$ cat config.mk
export PLATFORM = sky130hd
export DESIGN_NAME = dmi_top
export DESIGN_NICKNAME = d
export VERILOG_FILES = /design/src/rtl/dmi_pkg.sv /design/src/rtl/dmi_apb_master.sv /design/src/rtl/dmi_apb_mux.sv /design/src/rtl/dmi_apb_decoder.sv /design/src/rtl/dmi_top.sv
export VERILOG_INCLUDE_DIRS = /design/src /design/src/rtl
export SDC_FILE = /design/constraint.sdc
export NUM_CORES = 1
export LEC_CHECK = 0
export BUFFER_PORTS_ARGS = -buffer_cell sky130_fd_sc_hd__buf_2
export CAP_MARGIN = 20
export CORE_AREA = 2 2 124 126
export DETAILED_ROUTE_END_ITERATION = 10
export DIE_AREA = 0 0 126 128
export PLACE_DENSITY = 0.58
export SYNTH_ARGS = -nofsm -noshare
export SYNTH_HDL_FRONTEND = slang
export SYNTH_SLANG_ARGS = --single-unit
export TNS_END_PERCENT = 50
$ cat constraint.sdc
create_clock -name sys_apb_clk -period 3.7 [get_ports sys_apb_clk]
set_clock_uncertainty 0.2 [all_clocks]
set_input_delay 0.185 -clock sys_apb_clk [delete_from_list [all_inputs] [get_ports sys_apb_clk]]
set_output_delay 0.185 -clock sys_apb_clk [all_outputs]
set_load 0.02 [all_outputs]
$ cat src/rtl/dmi_params.svh
// widths, slave count and slave base addresses, included by the package, the RTL and the testbench
`ifndef DMI_PARAMS_SVH
`define DMI_PARAMS_SVH

// bus data width
`define DMI_DATA_W 32

// offset inside one slave window
`define DMI_LOW_ADDR_W 12

// slave select bits above the offset
`define DMI_HIGH_ADDR_W 2

`define DMI_ADDR_W (`DMI_LOW_ADDR_W + `DMI_HIGH_ADDR_W)

// high value 3 is left unmapped
`define DMI_SLAVE_NUM 3

// one 4 KiB window per slave
`define DMI_SLAVE_0_BASE 'h0000
`define DMI_SLAVE_1_BASE 'h1000
`define DMI_SLAVE_2_BASE 'h2000

`endif

$ cat src/rtl/dmi_pkg.sv
// shared operation, state and bus-owner types, imported by every RTL module
`include "dmi_params.svh"

package dmi_pkg;

    // matches the op field of a DMI request
    typedef enum logic [1:0] {
        op_nop   = 2'd0,
        op_read  = 2'd1,
        op_write = 2'd2,
        op_rsvd  = 2'd3
    } dmi_op_t;

    typedef enum logic [1:0] {
        st_idle   = 2'd0,
        st_setup  = 2'd1,
        st_access = 2'd2
    } apb_state_t;

    typedef enum logic [1:0] {
        own_none   = 2'd0,
        own_debug  = 2'd1,
        own_system = 2'd2
    } bus_owner_t;

    typedef logic [`DMI_ADDR_W-1:0] dmi_addr_t;
    typedef logic [`DMI_DATA_W-1:0] dmi_data_t;

endpackage

$ cat src/rtl/dmi_apb_master.sv
// APB master that runs one debug command at a time and reports its result with a done pulse
`timescale 1ns/1ns
`include "dmi_params.svh"

module dmi_apb_master import dmi_pkg::*; (
    input  logic       sys_apb_clk,
    input  logic       reset,

    // debug command port
    input  logic       cmd_vld,
    input  dmi_op_t    cmd_op,
    input  dmi_addr_t  cmd_addr,
    input  dmi_data_t  cmd_wdata,
    output logic       busy,
    output logic       cmd_done,
    output dmi_data_t  cmd_rdata,
    output logic       cmd_err,

    // APB master side
    output logic       dbg_psel,
    output logic       dbg_penable,
    output logic       dbg_pwrite,
    output dmi_addr_t  dbg_paddr,
    output dmi_data_t  dbg_pwdata,
    input  logic       dbg_pready,
    input  logic       dbg_pslverr,
    input  dmi_data_t  dbg_prdata
);

    apb_state_t state;
    logic       is_bus_op;
    logic       start;
    logic       xfer_end;

    // reserved op behaves like a nop
    assign is_bus_op = (cmd_op == op_read) || (cmd_op == op_write);
    assign start     = (state == st_idle) && cmd_vld;
    assign xfer_end  = (state == st_access) && dbg_pready;

    assign dbg_psel    = (state != st_idle);
    assign dbg_penable = (state == st_access);

    always_ff @(posedge sys_apb_clk) begin
        if (reset) begin
            state     <= st_idle;
            busy      <= 1'b0;
            cmd_done  <= 1'b0;
            cmd_rdata <= '0;
            cmd_err   <= 1'b0;
        end else begin
            cmd_done <= 1'b0;
            // busy drops after the done cycle
            if (cmd_done) begin
                busy <= 1'b0;
            end
            case (state)
                st_idle: begin
                    if (cmd_vld) begin
                        busy <= 1'b1;
                        if (is_bus_op) begin
                            state <= st_setup;
                        end else begin
                            cmd_done <= 1'b1;
                            cmd_err  <= 1'b0;
                        end
                    end
                end
                st_setup: begin
                    state <= st_access;
                end
                st_access: begin
                    if (xfer_end) begin
                        state    <= st_idle;
                        cmd_done <= 1'b1;
                        cmd_err  <= dbg_pslverr;
                        // writes report zero read data
                        cmd_rdata <= dbg_pwrite ? '0 : dbg_prdata;
                    end
                end
                default: begin
                    state <= st_idle;
                end
            endcase
        end
    end

    // command payload, held stable for the whole transfer
    always_ff @(posedge sys_apb_clk) begin
        if (start && is_bus_op) begin
            dbg_paddr  <= cmd_addr;
            dbg_pwdata <= cmd_wdata;
            dbg_pwrite <= (cmd_op == op_write);
        end
    end

endmodule

$ cat src/rtl/dmi_apb_mux.sv
// shares the downstream APB bus between the debug master and the system port, system first
`timescale 1ns/1ns
`include "dmi_params.svh"

module dmi_apb_mux import dmi_pkg::*; (
    input  logic       sys_apb_clk,
    input  logic       reset,

    // debug master
    input  logic       dbg_psel,
    input  logic       dbg_penable,
    input  logic       dbg_pwrite,
    input  dmi_addr_t  dbg_paddr,
    input  dmi_data_t  dbg_pwdata,
    output logic       dbg_pready,
    output logic       dbg_pslverr,
    output dmi_data_t  dbg_prdata,

    // system port
    input  logic       sys_apb_en,
    input  logic       sys_psel,
    input  logic       sys_penable,
    input  logic       sys_pwrite,
    input  dmi_addr_t  sys_paddr,
    input  dmi_data_t  sys_pwdata,
    output logic       sys_pready,
    output logic       sys_pslverr,
    output dmi_data_t  sys_prdata,

    // towards the decoder
    output logic       bus_psel,
    output logic       bus_penable,
    output logic       bus_pwrite,
    output dmi_addr_t  bus_paddr,
    output dmi_data_t  bus_pwdata,
    input  logic       bus_pready,
    input  logic       bus_pslverr,
    input  dmi_data_t  bus_prdata
);

    bus_owner_t owner_q;
    bus_owner_t arb_owner;
    bus_owner_t cur_owner;
    logic       grant_new;
    logic       sel_penable;
    logic       xfer_end;
    logic       dbg_owns;
    logic       sys_owns;

    always_comb begin
        if (sys_apb_en && sys_psel) begin
            arb_owner = own_system;
        end else if (dbg_psel) begin
            arb_owner = own_debug;
        end else begin
            arb_owner = own_none;
        end
    end

    // while idle the winner is granted in the same cycle
    assign grant_new = (owner_q == own_none);
    assign cur_owner = grant_new ? arb_owner : owner_q;

    always_comb begin
        bus_psel    = 1'b0;
        sel_penable = 1'b0;
        bus_pwrite  = 1'b0;
        bus_paddr   = '0;
        bus_pwdata  = '0;
        case (cur_owner)
            own_system: begin
                bus_psel    = sys_psel;
                sel_penable = sys_penable;
                bus_pwrite  = sys_pwrite;
                bus_paddr   = sys_paddr;
                bus_pwdata  = sys_pwdata;
            end
            own_debug: begin
                bus_psel    = dbg_psel;
                sel_penable = dbg_penable;
                bus_pwrite  = dbg_pwrite;
                bus_paddr   = dbg_paddr;
                bus_pwdata  = dbg_pwdata;
            end
            default: begin
            end
        endcase
    end

    // the grant cycle is always a setup phase downstream, even for a requester
    // that has already moved on to its access phase while waiting
    assign bus_penable = !grant_new && sel_penable;
    assign xfer_end    = bus_penable && bus_pready;

    assign dbg_owns    = (owner_q == own_debug);
    assign sys_owns    = (owner_q == own_system);
    assign dbg_pready  = dbg_owns && bus_pready;
    assign dbg_pslverr = dbg_owns && bus_pslverr;
    assign dbg_prdata  = dbg_owns ? bus_prdata : '0;
    assign sys_pready  = sys_owns && bus_pready;
    assign sys_pslverr = sys_owns && bus_pslverr;
    assign sys_prdata  = sys_owns ? bus_prdata : '0;

    always_ff @(posedge sys_apb_clk) begin
        if (reset) begin
            owner_q <= own_none;
        end else if (xfer_end) begin
            owner_q <= own_none;
        end else if (grant_new) begin
            owner_q <= arb_owner;
        end
    end

endmodule

$ cat src/rtl/dmi_apb_decoder.sv
// APB address decoder that picks one slave by the high address bits and errors on unmapped space
`timescale 1ns/1ns
`include "dmi_params.svh"

module dmi_apb_decoder import dmi_pkg::*; (
    // from the mux
    input  logic                                   bus_psel,
    input  logic                                   bus_penable,
    input  logic                                   bus_pwrite,
    input  dmi_addr_t                              bus_paddr,
    input  dmi_data_t                              bus_pwdata,
    output logic                                   bus_pready,
    output logic                                   bus_pslverr,
    output dmi_data_t                              bus_prdata,

    // slave side
    output logic [`DMI_SLAVE_NUM-1:0]              slv_psel,
    output logic                                   slv_penable,
    output logic                                   slv_pwrite,
    output logic [`DMI_LOW_ADDR_W-1:0]             slv_paddr,
    output dmi_data_t                              slv_pwdata,
    input  logic [`DMI_SLAVE_NUM*`DMI_DATA_W-1:0]  slv_prdata,
    input  logic [`DMI_SLAVE_NUM-1:0]              slv_pready,
    input  logic [`DMI_SLAVE_NUM-1:0]              slv_pslverr
);

    localparam dmi_addr_t SLAVE_BASE [`DMI_SLAVE_NUM] = '{
        `DMI_SLAVE_0_BASE,
        `DMI_SLAVE_1_BASE,
        `DMI_SLAVE_2_BASE
    };

    logic [`DMI_HIGH_ADDR_W-1:0] high_addr;
    logic [`DMI_SLAVE_NUM-1:0]   hit;
    logic                        mapped;

    assign high_addr = bus_paddr[`DMI_ADDR_W-1:`DMI_LOW_ADDR_W];

    always_comb begin
        for (int n = 0; n < `DMI_SLAVE_NUM; n++) begin
            hit[n] = (high_addr == SLAVE_BASE[n][`DMI_ADDR_W-1:`DMI_LOW_ADDR_W]);
        end
    end

    assign mapped = |hit;

    // request side, no select and no enable for a hole in the map
    assign slv_psel    = hit & {`DMI_SLAVE_NUM{bus_psel}};
    assign slv_penable = bus_penable && mapped;
    assign slv_pwrite  = bus_pwrite;
    assign slv_paddr   = bus_paddr[`DMI_LOW_ADDR_W-1:0];
    assign slv_pwdata  = bus_pwdata;

    // response side
    always_comb begin
        // unmapped default, completes at once with an error in the access phase
        bus_pready  = 1'b1;
        bus_pslverr = bus_penable;
        bus_prdata  = '0;
        for (int n = 0; n < `DMI_SLAVE_NUM; n++) begin
            if (hit[n]) begin
                bus_pready  = slv_pready[n];
                bus_pslverr = slv_pslverr[n];
                bus_prdata  = slv_prdata[n*`DMI_DATA_W +: `DMI_DATA_W];
            end
        end
    end

endmodule

$ cat src/rtl/dmi_top.sv
// top level of the debug bus path, wiring the APB master, the bus mux and the slave decoder
`timescale 1ns/1ns
`include "dmi_params.svh"

module dmi_top import dmi_pkg::*; (
    input  logic                                   sys_apb_clk,
    input  logic                                   reset,

    // debug command port
    input  logic                                   cmd_vld,
    input  dmi_op_t                                cmd_op,
    input  dmi_addr_t                              cmd_addr,
    input  dmi_data_t                              cmd_wdata,
    output logic                                   busy,
    output logic                                   cmd_done,
    output dmi_data_t                              cmd_rdata,
    output logic                                   cmd_err,

    // system APB port
    input  logic                                   sys_apb_en,
    input  logic                                   sys_psel,
    input  logic                                   sys_penable,
    input  logic                                   sys_pwrite,
    input  dmi_addr_t                              sys_paddr,
    input  dmi_data_t                              sys_pwdata,
    output logic                                   sys_pready,
    output logic                                   sys_pslverr,
    output dmi_data_t                              sys_prdata,

    // slave bus
    output logic [`DMI_SLAVE_NUM-1:0]              slv_psel,
    output logic                                   slv_penable,
    output logic                                   slv_pwrite,
    output logic [`DMI_LOW_ADDR_W-1:0]             slv_paddr,
    output dmi_data_t                              slv_pwdata,
    input  logic [`DMI_SLAVE_NUM*`DMI_DATA_W-1:0]  slv_prdata,
    input  logic [`DMI_SLAVE_NUM-1:0]              slv_pready,
    input  logic [`DMI_SLAVE_NUM-1:0]              slv_pslverr
);

    // master to mux
    logic      dbg_psel;
    logic      dbg_penable;
    logic      dbg_pwrite;
    dmi_addr_t dbg_paddr;
    dmi_data_t dbg_pwdata;
    logic      dbg_pready;
    logic      dbg_pslverr;
    dmi_data_t dbg_prdata;

    // mux to decoder
    logic      bus_psel;
    logic      bus_penable;
    logic      bus_pwrite;
    dmi_addr_t bus_paddr;
    dmi_data_t bus_pwdata;
    logic      bus_pready;
    logic      bus_pslverr;
    dmi_data_t bus_prdata;

    dmi_apb_master master_i (
        .sys_apb_clk (sys_apb_clk),
        .reset       (reset),
        .cmd_vld     (cmd_vld),
        .cmd_op      (cmd_op),
        .cmd_addr    (cmd_addr),
        .cmd_wdata   (cmd_wdata),
        .busy        (busy),
        .cmd_done    (cmd_done),
        .cmd_rdata   (cmd_rdata),
        .cmd_err     (cmd_err),
        .dbg_psel    (dbg_psel),
        .dbg_penable (dbg_penable),
        .dbg_pwrite  (dbg_pwrite),
        .dbg_paddr   (dbg_paddr),
        .dbg_pwdata  (dbg_pwdata),
        .dbg_pready  (dbg_pready),
        .dbg_pslverr (dbg_pslverr),
        .dbg_prdata  (dbg_prdata)
    );

    dmi_apb_mux mux_i (
        .sys_apb_clk (sys_apb_clk),
        .reset       (reset),
        .dbg_psel    (dbg_psel),
        .dbg_penable (dbg_penable),
        .dbg_pwrite  (dbg_pwrite),
        .dbg_paddr   (dbg_paddr),
        .dbg_pwdata  (dbg_pwdata),
        .dbg_pready  (dbg_pready),
        .dbg_pslverr (dbg_pslverr),
        .dbg_prdata  (dbg_prdata),
        .sys_apb_en  (sys_apb_en),
        .sys_psel    (sys_psel),
        .sys_penable (sys_penable),
        .sys_pwrite  (sys_pwrite),
        .sys_paddr   (sys_paddr),
        .sys_pwdata  (sys_pwdata),
        .sys_pready  (sys_pready),
        .sys_pslverr (sys_pslverr),
        .sys_prdata  (sys_prdata),
        .bus_psel    (bus_psel),
        .bus_penable (bus_penable),
        .bus_pwrite  (bus_pwrite),
        .bus_paddr   (bus_paddr),
        .bus_pwdata  (bus_pwdata),
        .bus_pready  (bus_pready),
        .bus_pslverr (bus_pslverr),
        .bus_prdata  (bus_prdata)
    );

    dmi_apb_decoder decoder_i (
        .bus_psel    (bus_psel),
        .bus_penable (bus_penable),
        .bus_pwrite  (bus_pwrite),
        .bus_paddr   (bus_paddr),
        .bus_pwdata  (bus_pwdata),
        .bus_pready  (bus_pready),
        .bus_pslverr (bus_pslverr),
        .bus_prdata  (bus_prdata),
        .slv_psel    (slv_psel),
        .slv_penable (slv_penable),
        .slv_pwrite  (slv_pwrite),
        .slv_paddr   (slv_paddr),
        .slv_pwdata  (slv_pwdata),
        .slv_prdata  (slv_prdata),
        .slv_pready  (slv_pready),
        .slv_pslverr (slv_pslverr)
    );

endmodule

==> impl_metrics.py <==
metrics = {
    "global_route": {
        "grt_pass1_vias": 4840,
        "grt.overflow.total": 0,
        "grt_start_max_net_pins": 80,
        "antenna_found_initial": 0,
        "grt_pass1_wl_um": 24400,
        "globalRouteTotalUtil_pct": 19.0,
    },
    "placed_design": {
        "dp_hpwl_um": 11900,
        "place_congestion": 0.815,
        "place_ws_ps": 462,
        "placed_area_um2": 6150,
        "portBuffers": 320,
    },
    "synth": {
        "synthDistinctLibCells": 36,
        "yosys_most_used_dff": "edfxtp_1",
        "syn-num-nets": 649,
        "syn-cell-area_um2": 4400,
        "synth-compound-area-share_pct": 28.7,
        "synth_mux_area_share_pct": 0,
        "synth-simple-area-share_pct": 15.7,
        "yosys.area_share.adder_pct": 0.853,
        "synth_seq_cells": 86,
        "synthXorXnorAreaFrac_pct": 0,
        "synth_top_family_by_area": "compound AO/OA/AOI/OAI gates",
        "synthArstFlopShare_pct": 0,
        "synthCells": 443,
        "synth_edf_count": 47,
        "synth_warnings": 0,
        "avgSynthCellArea_um2": 9.93,
        "yosysSeqAreaShare_pct": 49.8,
    },
    "power_and_ir_drop": {
        "p_sw_share_pct": 29.3,
        "seq_power_share_pct": 34.9,
        "finalPower_uw": 3060,
        "p_leak_uw": 0.00320,
        "power_frac_comb_pct": 29.9,
        "pwr-share-clk_pct": 35.2,
        "power.density_nw_per_um2": 436,
        "peakVddDrop_uv": 229,
        "power_switching_uw": 895,
        "intPower_uw": 2160,
    },
    "hold_path": {
        "min_path_type": "input pin to register",
        "hold_start": "slv_prdata[15]",
        "hold_end": "master_i.cmd_rdata[15]",
        "hold_path_depth": 3,
    },
    "clocking": {
        "numCtsBuffers": 9,
        "cts_root_buffer": "clkbuf_16",
        "postCtsSetupBuffers": 0,
        "cts_tree": "yes",
        "path_clk_slew_ps": 60,
        "cts_sinks": 86,
        "cts_max_path_buffers": 2,
        "clk_latency_ps": 330,
        "h-tree-depth": 3,
    },
    "finish": {
        "diodes": 0,
        "fillers": 1432,
        "postLayoutCellArea_um2": 7010,
        "drive_above_1_share_pct": 44.7,
        "fin_nets": 990,
        "area_growth_pct": 59.3,
    },
    "route": {
        "vias": 4933,
        "final_antenna_net_count": 0,
        "drt-initial-drc-count": 239,
        "drc": 0,
        "drt-total-wl_um": 16000,
        "dr.pass1.iters": 4,
        "routedWlPerCell_um": 16.4,
        "vias_per_cell": 5.05,
    },
    "setup_path": {
        "crit_chain": "nor2_1, nor2_1, a21oi_2, inv_1, ha_2, a22o_1, nor2_2, buf_4, a22oi_1, a2bb2oi_1, nor2_1, buf_2",
        "cp.required_ps": 3310,
        "r2r_setup_slack_ps": 520,
        "r2r-start": "master_i.state[0]",
        "reg2reg_depth": 11,
        "cp_max_fo": 33,
        "max_stage_delay_ps": 350,
        "crit_type": "register to output pin",
        "critPathLaunchType": "register",
        "reg2reg_to": "master_i.cmd_rdata[18]",
        "end_kind": "output pin",
        "crit_path_frequent_cell": "nor2_1",
        "arrival_ps": 3070,
        "crit_slowest_cell": "dfxtp_1",
    },
    "timing": {
        "finalMaxSlewViolations": 0,
        "slew_headroom_pct": 46.0,
        "setup_slack_ps": 243,
        "period_minus_slack_ps": 3460,
        "holdWs_ps": 38.7,
        "rsz0062_at_grt": "no",
        "period_share_pct": 93.4,
        "tightestPinTransition_ps": 809,
        "clock.fmax_ghz": 0.289,
        "final_hold_viol_count": 0,
        "final-setup-viol-count": 0,
        "fin_tns_setup_ps": 0,
    },
    "floorplanning": {
        "row_count": 45,
        "start_util_pct": 29.6,
        "die_y_um": 128,
        "io_pins": 321,
        "die_x_um": 126,
        "die_area_um2": 16100,
        "placeableCoreArea_um2": 14900,
    },
    "outcome": {
        "status": "complete, no violations",
    },
    "run": {
        "drv_cap": 0,
    },
}
[routing by layer]
| metal | global-route usage, % | vias up | part of all wire (%) |
|---|---|---|---|
| met5 | 0 | - | 0 |
| met4 | 5.82 | 0 | 1.5 |
| met3 | 4.26 | 15 | 7.5 |
| met2 | 35.7 | 251 | 52 |
| met1 | 21.2 | 2280 | 39 |
| li1 | - | 2387 | - |
[worst max path at each step]
stage | depth (start not counted) | endpoint | start
2_1_floorplan | 3 | master_i.dbg_paddr[0] | master_i.state[0]
3_3_place_gp | 11 | master_i.cmd_rdata[17] | master_i.state[0]
3_5_place_dp | 11 | master_i.cmd_rdata[18] | master_i.state[0]
4_1_cts | 12 | sys_prdata[31] | master_i.state[0]
5_1_grt | 12 | sys_prdata[31] | master_i.state[0]
6_report | 12 | sys_prdata[2] | master_i.state[0]
[cells in the mapped netlist, drive strengths merged, types with 3 or more instances]
master	number	area share, %
nor2	86	7.3
a22oi	79	13
edfxtp	47	32
dfxtp	39	18
nand3b	33	5.6
o31ai	33	5.6
a2bb2oi	32	6.4
clkbuf	29	2.5
buf	18	2.0
a21oi	6	0.68
inv	5	0.43
nand2	5	0.43
a211oi	3	0.51
ha	3	0.85
nor3	3	0.34
[metrics by stage]
stage | cells | utilization [%]
3_3_place_gp | 913 | 41.4
6_report | 977 | 47.1
2_1_floorplan | 443 | -
3_5_place_dp | 913 | 41.4
4_1_cts | 977 | 47.0
5_1_grt | 977 | 47.1
[area by class of cell]
type	instances	area (µm²)	area share [%]
Timing Repair Buffer	377	2160	30.9
Multi-Input combinational cell	305	2040	29.2
Clock inverter	4	120	1.71
Inverter	5	18.8	0.268
Clock buffer	12	236	3.37
Sequential cell	86	2190	31.3
Tap cell	188	235	3.36
[worst max-delay path, delay by kind of cell, from the launching register on]
family / cells / cell delay (ps)
AO/OA/AOI/OAI: 4 / 830
AND/OR/NAND/NOR: 4 / 630
buffers and inverters: 3 / 630
flip-flops: 1 / 350
adder cells (fa/ha/maj): 1 / 300
[logic make-up (layout without fill, tap and decap cells)]
kind of cell	after synthesis	count (layout)
flops	86	86
fa+ha+maj	3	3
simple gates	139	139
buf+inv	52	398
compound gates	163	163
[placed cells by master, fill, tap and decap left out, types with 2 or more instances in the layout]
cell type / Yosys / routed
a22oi_2: 0 / 2
nand3b_1: 33 / 33
a2bb2oi_1: 32 / 32
a21oi_1: 6 / 5
buf_4: 3 / 8
a211oi_1: 3 / 3
clkbuf_16: 0 / 9
a22oi_1: 79 / 77
nand2_1: 5 / 5
dlygate4sd3_1: 0 / 48
clkbuf_1: 29 / 3
inv_1: 5 / 5
nor2_1: 86 / 83
a22o_1: 2 / 2
and2_1: 2 / 2
bufinv_16: 0 / 4
buf_2: 7 / 320
edfxtp_1: 47 / 47
nor2_2: 0 / 2
o31ai_1: 33 / 33
nand2b_1: 2 / 2
nor3_1: 3 / 3
dfxtp_1: 39 / 39
[registers in the layout (all words and copies together), names as in the netlist]
signal / count
master_i.dbg_pwdata: 32
master_i.cmd_done: 1
master_i.busy: 1
master_i.dbg_pwrite: 1
mux_i.owner_q: 2
master_i.cmd_rdata: 32
master_i.dbg_paddr: 14
master_i.cmd_err: 1
master_i.state: 2
[power groups by stage]
stage | combinational (µW) | clock, µW | sequential (µW)
3_3_place_gp | 851 | 0 | 1090
6_report | 914 | 1080 | 1070
4_1_cts | 905 | 1110 | 1070
2_1_floorplan | 559 | 0 | 1090
3_5_place_dp | 864 | 0 | 1090
5_1_grt | 996 | 1150 | 1070
[repair_timing]
action,CTS,global route
gates resized for setup,0,4
hold buffers,48,0
hold endpoints to repair,48,0
setup endpoints to repair,0,32
No activity file was read; power rests on OpenSTA's default activity.
